## src/hdl/cube_pkg.sv

```systemverilog
`default_nettype none

package cube_pkg;

    //////////////////////////////////////////////////
    // sequence sizes
    //////////////////////////////////////////////////

    // bits per move nibble
    localparam int MOVE_BITS = 4;
    // nibbles in one sequence word
    localparam int MAX_MOVES = 50;
    localparam int SEQ_BITS = MOVE_BITS * MAX_MOVES;
    // move count and step index, two hex digits each on the display
    localparam int COUNT_BITS = 8;
    // one stepper motor per face
    localparam int NUM_FACES = 6;

    // bit positions in en_pins
    localparam int RIGHT = 0;
    localparam int UP = 1;
    localparam int FRONT = 2;
    localparam int LEFT = 3;
    localparam int BACK = 4;
    localparam int DOWN = 5;

    //////////////////////////////////////////////////
    // move codes
    //////////////////////////////////////////////////

    // upper three bits are face + 1, low bit set means inverse turn
    localparam logic [MOVE_BITS-1:0] R = 4'd2;
    localparam logic [MOVE_BITS-1:0] Ri = 4'd3;
    localparam logic [MOVE_BITS-1:0] U = 4'd4;
    localparam logic [MOVE_BITS-1:0] Ui = 4'd5;
    localparam logic [MOVE_BITS-1:0] F = 4'd6;
    localparam logic [MOVE_BITS-1:0] Fi = 4'd7;
    localparam logic [MOVE_BITS-1:0] L = 4'd8;
    localparam logic [MOVE_BITS-1:0] Li = 4'd9;
    localparam logic [MOVE_BITS-1:0] B = 4'd10;
    localparam logic [MOVE_BITS-1:0] Bi = 4'd11;
    localparam logic [MOVE_BITS-1:0] D = 4'd12;
    localparam logic [MOVE_BITS-1:0] Di = 4'd13;

    // raw nibble or face field plus inverse flag
    // face field 0 and 7 terminate a sequence
    typedef union packed {
        logic [MOVE_BITS-1:0] raw;
        struct packed {
            logic [MOVE_BITS-2:0] face;
            logic inv;
        } fields;
    } move_code_u;

endpackage

`default_nettype wire

```

## src/hdl/move_sequencer.sv

```systemverilog
`timescale 1ns/1ps
`default_nettype none

module move_sequencer (
    input  wire logic                              clk100_mhz,
    input  wire logic                              reset,
    input  wire logic [cube_pkg::SEQ_BITS-1:0]     seq,
    input  wire logic                              seq_valid,
    input  wire logic                              move_done,
    output cube_pkg::move_code_u                   next_move,
    output logic                                   move_start,
    output logic      [cube_pkg::COUNT_BITS-1:0]   num_moves,
    output logic      [cube_pkg::COUNT_BITS-1:0]   curr_step,
    output logic                                   busy,
    output logic                                   done
);

    // fsm encoding
    localparam logic [1:0] S_IDLE = 2'd0;
    localparam logic [1:0] S_ISSUE = 2'd1;
    localparam logic [1:0] S_WAIT = 2'd2;
    localparam logic [1:0] S_FINISH = 2'd3;

    logic [1:0] state;

    // latched sequence, one nibble per entry
    logic [cube_pkg::MAX_MOVES-1:0][cube_pkg::MOVE_BITS-1:0] seq_reg;

    // priority scan of the incoming word
    cube_pkg::move_code_u scan_nib;
    logic [cube_pkg::COUNT_BITS-1:0] scan_count;
    logic scan_stop;

    // new sequence only taken when nothing is in flight
    logic accept;

    //////////////////////////////////////////////////
    // count leading valid nibbles
    //////////////////////////////////////////////////

    always_comb begin
        scan_count = '0;
        scan_stop = 1'b0;
        scan_nib = '0;
        for (int k = 0; k < cube_pkg::MAX_MOVES; k++) begin
            scan_nib = seq[k*cube_pkg::MOVE_BITS +: cube_pkg::MOVE_BITS];
            // first face field of 0 or 7 ends the sequence
            if (scan_nib.fields.face == '0 || scan_nib.fields.face == '1) begin
                scan_stop = 1'b1;
            end
            if (!scan_stop) begin
                scan_count = scan_count + 1'b1;
            end
        end
    end

    // busy states ignore the strobe
    assign accept = seq_valid && (state == S_IDLE || state == S_FINISH);

    // payload capture
    always_ff @(posedge clk100_mhz) begin
        if (accept) begin
            seq_reg <= seq;
        end
    end

    //////////////////////////////////////////////////
    // step fsm
    //////////////////////////////////////////////////

    always_ff @(posedge clk100_mhz) begin
        if (reset) begin
            state <= S_IDLE;
            num_moves <= '0;
            curr_step <= '0;
        end else begin
            case (state)
                S_IDLE, S_FINISH: begin
                    if (accept) begin
                        num_moves <= scan_count;
                        curr_step <= '0;
                        state <= S_ISSUE;
                    end
                end
                S_ISSUE: begin
                    // index caught up with count, sequence over
                    if (curr_step == num_moves) begin
                        state <= S_FINISH;
                    end else begin
                        state <= S_WAIT;
                    end
                end
                S_WAIT: begin
                    if (move_done) begin
                        curr_step <= curr_step + 1'b1;
                        state <= S_ISSUE;
                    end
                end
                default: begin
                    state <= S_IDLE;
                end
            endcase
        end
    end

    assign busy = (state == S_ISSUE) || (state == S_WAIT);
    assign done = (state == S_FINISH);

    // one strobe per move, only while moves remain
    assign move_start = (state == S_ISSUE) && (curr_step != num_moves);

    // zero whenever no move is pending
    assign next_move = (busy && curr_step != num_moves) ? seq_reg[curr_step] : '0;

endmodule

`default_nettype wire

```

## src/hdl/move_to_step.sv

```systemverilog
`timescale 1ns/1ps
`default_nettype none

module move_to_step #(
    parameter int STEPS_PER_TURN = 50,
    parameter int STEP_HALF_CYCLES = 2500
) (
    input  wire logic                             clk100_mhz,
    input  wire logic                             reset,
    input  wire cube_pkg::move_code_u             next_move,
    input  wire logic                             move_start,
    output logic                                  move_done,
    output logic                                  dir_pin,
    output logic                                  step_pin,
    output logic      [cube_pkg::NUM_FACES-1:0]   en_pins
);

    // counter widths, wide enough for a count of one
    localparam int HALF_BITS = $clog2(STEP_HALF_CYCLES + 1);
    localparam int STEP_BITS = $clog2(STEPS_PER_TURN + 1);
    localparam logic [HALF_BITS-1:0] HALF_LAST = HALF_BITS'(STEP_HALF_CYCLES - 1);
    localparam logic [STEP_BITS-1:0] STEP_LAST = STEP_BITS'(STEPS_PER_TURN - 1);

    // pulse fsm
    localparam logic [1:0] P_IDLE = 2'd0;
    localparam logic [1:0] P_SETTLE = 2'd1;
    localparam logic [1:0] P_HIGH = 2'd2;
    localparam logic [1:0] P_LOW = 2'd3;

    logic [1:0] state;
    logic [HALF_BITS-1:0] half_cnt;
    logic [STEP_BITS-1:0] step_cnt;

    // one-hot motor select from the face field
    logic [cube_pkg::NUM_FACES-1:0] face_en;

    //////////////////////////////////////////////////
    // face decode
    //////////////////////////////////////////////////

    always_comb begin
        face_en = '0;
        case (next_move.fields.face)
            3'd1: face_en[cube_pkg::RIGHT] = 1'b1;
            3'd2: face_en[cube_pkg::UP] = 1'b1;
            3'd3: face_en[cube_pkg::FRONT] = 1'b1;
            3'd4: face_en[cube_pkg::LEFT] = 1'b1;
            3'd5: face_en[cube_pkg::BACK] = 1'b1;
            3'd6: face_en[cube_pkg::DOWN] = 1'b1;
            // not a move, no motor
            default: face_en = '0;
        endcase
    end

    //////////////////////////////////////////////////
    // pulse train
    //////////////////////////////////////////////////

    always_ff @(posedge clk100_mhz) begin
        if (reset) begin
            state <= P_IDLE;
            half_cnt <= '0;
            step_cnt <= '0;
            move_done <= 1'b0;
            dir_pin <= 1'b0;
            step_pin <= 1'b0;
            en_pins <= '0;
        end else begin
            // done is a single-cycle strobe
            move_done <= 1'b0;
            case (state)
                P_IDLE: begin
                    if (move_start) begin
                        en_pins <= face_en;
                        dir_pin <= next_move.fields.inv;
                        half_cnt <= '0;
                        step_cnt <= '0;
                        state <= P_SETTLE;
                    end
                end
                P_SETTLE: begin
                    // driver sees enable and dir one cycle before the first edge
                    step_pin <= 1'b1;
                    state <= P_HIGH;
                end
                P_HIGH: begin
                    if (half_cnt == HALF_LAST) begin
                        half_cnt <= '0;
                        step_pin <= 1'b0;
                        state <= P_LOW;
                    end else begin
                        half_cnt <= half_cnt + 1'b1;
                    end
                end
                P_LOW: begin
                    if (half_cnt == HALF_LAST) begin
                        half_cnt <= '0;
                        if (step_cnt == STEP_LAST) begin
                            // turn finished, release the motor
                            en_pins <= '0;
                            dir_pin <= 1'b0;
                            move_done <= 1'b1;
                            state <= P_IDLE;
                        end else begin
                            step_cnt <= step_cnt + 1'b1;
                            step_pin <= 1'b1;
                            state <= P_HIGH;
                        end
                    end else begin
                        half_cnt <= half_cnt + 1'b1;
                    end
                end
                default: begin
                    state <= P_IDLE;
                end
            endcase
        end
    end

endmodule

`default_nettype wire

```

## src/hdl/display_8hex.sv

```systemverilog
`timescale 1ns/1ps
`default_nettype none

module display_8hex #(
    parameter int SCAN_CYCLES = 100000
) (
    input  wire logic        clk100_mhz,
    input  wire logic        reset,
    input  wire logic [31:0] data,
    output logic      [6:0]  seg,
    output logic      [7:0]  an
);

    localparam int SCAN_BITS = $clog2(SCAN_CYCLES + 1);
    localparam logic [SCAN_BITS-1:0] SCAN_LAST = SCAN_BITS'(SCAN_CYCLES - 1);

    logic [SCAN_BITS-1:0] refresh_cnt;
    // wraps from 7 back to 0 on its own
    logic [2:0] digit_idx;
    logic [3:0] nibble;

    //////////////////////////////////////////////////
    // digit scan
    //////////////////////////////////////////////////

    always_ff @(posedge clk100_mhz) begin
        if (reset) begin
            refresh_cnt <= '0;
            digit_idx <= '0;
        end else if (refresh_cnt == SCAN_LAST) begin
            refresh_cnt <= '0;
            digit_idx <= digit_idx + 1'b1;
        end else begin
            refresh_cnt <= refresh_cnt + 1'b1;
        end
    end

    // selected digit pulled low
    assign an = ~(8'b0000_0001 << digit_idx);

    assign nibble = data[{digit_idx, 2'b00} +: 4];

    //////////////////////////////////////////////////
    // hex to segments
    //////////////////////////////////////////////////

    // bit order g f e d c b a, low lights the segment
    always_comb begin
        case (nibble)
            4'h0: seg = 7'b1000000;
            4'h1: seg = 7'b1111001;
            4'h2: seg = 7'b0100100;
            4'h3: seg = 7'b0110000;
            4'h4: seg = 7'b0011001;
            4'h5: seg = 7'b0010010;
            4'h6: seg = 7'b0000010;
            4'h7: seg = 7'b1111000;
            4'h8: seg = 7'b0000000;
            4'h9: seg = 7'b0010000;
            4'ha: seg = 7'b0001000;
            // lower case b and d
            4'hb: seg = 7'b0000011;
            4'hc: seg = 7'b1000110;
            4'hd: seg = 7'b0100001;
            4'he: seg = 7'b0000110;
            4'hf: seg = 7'b0001110;
            default: seg = 7'b1111111;
        endcase
    end

endmodule

`default_nettype wire

```

## src/hdl/cube_turner.sv

```systemverilog
`timescale 1ns/1ps
`default_nettype none

module cube_turner #(
    parameter int STEPS_PER_TURN = 50,
    parameter int STEP_HALF_CYCLES = 2500,
    parameter int SCAN_CYCLES = 100000
) (
    input  wire logic                             clk100_mhz,
    input  wire logic                             reset,
    input  wire logic [cube_pkg::SEQ_BITS-1:0]    seq,
    input  wire logic                             seq_valid,
    output logic                                  busy,
    output logic                                  done,
    output logic                                  dir_pin,
    output logic                                  step_pin,
    output logic      [cube_pkg::NUM_FACES-1:0]   en_pins,
    output logic      [6:0]                       seg,
    output logic      [7:0]                       an
);

    // sequencer to stepper handshake
    cube_pkg::move_code_u next_move;
    logic move_start;
    logic move_done;

    // display counters
    logic [cube_pkg::COUNT_BITS-1:0] num_moves;
    logic [cube_pkg::COUNT_BITS-1:0] curr_step;
    logic [31:0] display_word;

    move_sequencer i_move_sequencer (
        .clk100_mhz (clk100_mhz),
        .reset      (reset),
        .seq        (seq),
        .seq_valid  (seq_valid),
        .move_done  (move_done),
        .next_move  (next_move),
        .move_start (move_start),
        .num_moves  (num_moves),
        .curr_step  (curr_step),
        .busy       (busy),
        .done       (done)
    );

    move_to_step #(
        .STEPS_PER_TURN   (STEPS_PER_TURN),
        .STEP_HALF_CYCLES (STEP_HALF_CYCLES)
    ) i_move_to_step (
        .clk100_mhz (clk100_mhz),
        .reset      (reset),
        .next_move  (next_move),
        .move_start (move_start),
        .move_done  (move_done),
        .dir_pin    (dir_pin),
        .step_pin   (step_pin),
        .en_pins    (en_pins)
    );

    // digits 7..5 blank zero, 4 move, 3..2 step, 1..0 count
    assign display_word = {12'h000, next_move.raw, curr_step, num_moves};

    display_8hex #(
        .SCAN_CYCLES (SCAN_CYCLES)
    ) i_display_8hex (
        .clk100_mhz (clk100_mhz),
        .reset      (reset),
        .data       (display_word),
        .seg        (seg),
        .an         (an)
    );

endmodule

`default_nettype wire

```

## config.mk

```make
export PLATFORM = sky130hd
export DESIGN_NAME = cube_turner
export DESIGN_NICKNAME = d
export VERILOG_FILES = /design/src/hdl/cube_pkg.sv /design/src/hdl/move_sequencer.sv /design/src/hdl/move_to_step.sv /design/src/hdl/display_8hex.sv /design/src/hdl/cube_turner.sv
export SDC_FILE = /design/constraint.sdc
export NUM_CORES = 1
export LEC_CHECK = 0
export BUFFER_PORTS_ARGS = -buffer_cell sky130_fd_sc_hd__buf_2
export CAP_MARGIN = 20
export CELL_PAD_IN_SITES_DETAIL_PLACEMENT = 1
export CELL_PAD_IN_SITES_GLOBAL_PLACEMENT = 2
export CORE_MARGIN = 2
export CORE_UTILIZATION = 30
export DETAILED_ROUTE_END_ITERATION = 12
export PLACE_DENSITY = 0.78
export SYNTH_ARGS = -nofsm -noshare
export SYNTH_HDL_FRONTEND = slang
export SYNTH_SLANG_ARGS = --single-unit
```

## constraint.sdc

```tcl
create_clock -name clk100_mhz -period 46.5 [get_ports clk100_mhz]
set_clock_uncertainty 0.05 [all_clocks]
set_input_delay 2.325 -clock clk100_mhz [delete_from_list [all_inputs] [get_ports clk100_mhz]]
set_output_delay 2.325 -clock clk100_mhz [all_outputs]
set_load 0.1 [all_outputs]
```

==> summary.txt <==
Run status
  – Status: finished clean

Global routing
  – Met2 Use GR: roughly 30%
  – Grt met3 use: about 2.4%
  – Initial antenna violation count: 1
  – Largest net degree at the start of global routing: between 100 and 150
  – Vias in the first global route: approximately 17k
  – First-pass GRT wire length: ~96000 um
  – Grt met1 use: between 20 and 25%
  – GRT Max-Usage Layer: met2
  – Gr usage total: a little under a fifth
  – Total grt overflow: 0

Clock network
  – Setup bufs post-CTS: 0
  – CTS tree: done
  – Total CTS buffers: 34
  – Clock Path Buffers: 3
  – Clk Latency, worst-skew pair: approximately 0.55 ns
  – CTS clock-pin slew for the worst setup and hold paths: approximately 0.06 ns
  – Post_cts resized: 0
  – Clock H-tree levels: 2
  – CTS Hold Bufs: 0
  – Sinks on the clock net: 267
  – CTS Root Cell: clkbuf_16

Placement
  – GPL Wtd Cong: slightly below 0.9
  – IO Port Bufs: between 200 and 250
  – DP HPWL: about 47000 um

Detailed routing
  – Vias: 16.3k
  – DR pass1 iterations: 5
  – Vias per inst: 5.34
  – Final Routed Wirelength: around 60000 um
  – Residual DRC count: 0
  – Final ANT Viol Nets: 0
  – WL per Instance: between 15 and 20 um
  – 1st-iter DRT viols: 879

Final layout
  – Syn-to-layout area delta: 16.7%
  – N_diodes: 0
  – Max reg flops: 200
  – Post-layout nets: between 2k and 2.5k
  – Share of cells above drive strength 1: between 10% and 20%
  – Layout fillers: 7245

Worst setup path
  – R2R setup slack: between 40 and 50 ns
  – Critical Path AT: 24.76 ns
  – Top delay family on crit path: compound AO/OA/AOI/OAI gates
  – Buf/Inv on CP: 4
  – Critical path type: input port to flip-flop
  – Most frequent CP cell: ha_1
  – Req. time, crit path: 46.84 ns
  – CP max stage delay: 0.63 ns
  – Startpoint Class: input port
  – CP max stage cell: a211oi_1
  – Critical Path End Type: flip-flop
  – Crit Path Max Fanout: 9

Logic synthesis
  – Register area share after synthesis: around two fifths
  – Count of cell types in the netlist: around 110
  – Area share of the largest cell type after synthesis: a little under a third
  – Cell taking the most area after synthesis: edfxtp_1
  – Number of synthesized flops with an enable pin: 200
  – Synth top area cells: edfxtp_1 31%, mux4_2 7.5%, dfxtp_1 7.0%
  – Post-synthesis net count: 2224
  – Ys flop type: edfxtp_1
  – Number of synthesized register bits: roughly 270
  – Yosys warning total: 0
  – Synth Cell Area: 0.0192 mm^2
  – Ys async rst share: 0%
  – Syn_area_per_cell: slightly below 10 um^2
  – Gate Count Post-Synth: between 1.5k and 2k

Job
  – MaxCap Viol Count: 0

Hold path
  – Hold crit path type: flip-flop to flip-flop

Timing
  – Max_slew headroom: approximately 36%
  – Final critical-path required period: around 24 ns
  – Max-slew violation count: 0
  – RSZ-0062 raised after global routing: false
  – Final period util: between 50% and 60%
  – Final setup vio count: 0
  – Worst slew pin tran: about 0.97 ns
  – Fmax: about 40 MHz
  – Setup TNS: 0 ns
  – Hold slack final: 0.414 ns
  – Fin. Hold Viols: 0

Power and ir drop
  – Power Total: 0.938 mW
  – Peak supply drop: roughly 0.000028 V
  – Power Density: ~42 mW/mm^2
  – Leak pwr: around 8.2 nW

Die
  – Die Y: roughly 260 um
  – Core Box Area: approximately 0.063 mm^2
  – Row cnt: 92
  – Die area: roughly 0.066 mm^2
  – Initial Util: between 30% and 40%
  – Die X: 257 um
  – I/O pins: ~230
==> power breakdown <==
part	switching [mW]	internal [mW]	total, mW
clock network	0.106	0.155	0.261
logic	0.223	0.125	0.348
registers	0.0166	0.313	0.330
total	0.345	0.593	0.938
==> worst reg2reg max path, cell delays in order, from the launching register on <==
cell and delay (ns):
dfxtp_4 0.76, buf_4 0.65, mux4_2 0.67, mux4_2 0.54, nand2_1 0.10, a21oi_1 0.07, a31oi_1 0.30, o21ai_0 0.25
nand3_1 0.18, nor2_1 0.08, a22oi_1 0.15, nor2_1 0.06
==> metal layers <==
| layer | vias up | share of wire (%) |
|---|---|---|
| met5 | - | 0.022 |
| met4 | 2 | 2.3 |
| met2 | 341 | 48 |
| met1 | 8080 | 46 |
| li1 | 7754 | - |
| met3 | 76 | 3.9 |
==> area by class of cell <==
class | count | area, um^2 | share of cell area (%)
clock buffer | 49 | 958 | 4.28
clock inverter | 13 | 139 | 0.620
inverter | 61 | 236 | 1.06
multi-input combinational | 1569 | 11400 | 50.9
sequential | 267 | 7350 | 32.8
tap | 846 | 1060 | 4.73
timing repair buffer | 239 | 1240 | 5.56
==> cell families after synthesis <==
| group | Yosys count | synth area share [%] |
|---|---|---|
| adders and majority gates | 75 | 4.81 |
| and+or+nand+nor | 870 | 22.6 |
| AOI/OAI and AO/OA | 338 | 11.5 |
| muxes | 106 | 9.80 |
| DFF | 267 | 38.3 |
| buffers and inverters | 116 | 2.32 |
| xor gates and xnor gates | 180 | 10.7 |
==> synthesized netlist by cell type, types with 18 or more instances <==
library cell,count
xor2_1,73
a31oi_1,21
nand3_1,99
dfxtp_1,67
a21oi_1,80
o21ai_0,84
or3_1,40
clkbuf_1,41
and2_1,36
mux4_2,64
inv_1,60
mux2i_1,32
edfxtp_1,200
ha_1,69
a211oi_1,18
nand2_1,214
and3_1,52
nor3_1,74
nor2_1,213
nand4_1,29
xnor2_1,71
==> final timing paths <==
path | from | endpoint | cells after the start
setup / recovery | seq[2] | i_move_sequencer.num_moves[7]$_SDFFE_PP0P_ | 109
hold / removal | i_display_8hex.refresh_cnt[0]$_SDFF_PP0_ | i_display_8hex.refresh_cnt[0]$_SDFF_PP0_ | 1
setup reg to reg | i_move_sequencer.curr_step[0]$_SDFFE_PP0P_ | i_move_to_step.en_pins[0]$_SDFFE_PP0P_ | 11
hold reg to reg | i_display_8hex.refresh_cnt[0]$_SDFF_PP0_ | i_display_8hex.refresh_cnt[0]$_SDFF_PP0_ | 1
==> per-stage QoR <==
| step | area [um^2] | util [%] | setup WS [ns] | std cells |
|---|---|---|---|---|
| final | 22400 | 35.4 | 22.07 | 3044 |
| after global routing | 22400 | 35.4 | 19.81 | 3044 |
| after CTS | 22400 | 35.4 | 22.26 | 3042 |
| after detailed placement | 21300 | 33.6 | 21.77 | 2980 |
| after global placement | 21300 | 33.6 | 22.83 | 2980 |
| after floorplan | 19200 | - | 24.79 | 1952 |
==> placed cells by master, fill, tap and decap left out, drive strengths merged, types with 64 or more instances in the layout <==
cell / Yosys / final
xnor2: 78 / 78
nand3: 100 / 100
xor2: 83 / 83
nand2: 216 / 216
o21ai: 94 / 94
ha: 69 / 69
a21oi: 81 / 81
buf: 14 / 239
nor2: 216 / 216
mux4: 64 / 64
dfxtp: 67 / 67
edfxtp: 200 / 200
nor3: 76 / 76
Power figures use the tool's default switching activity.
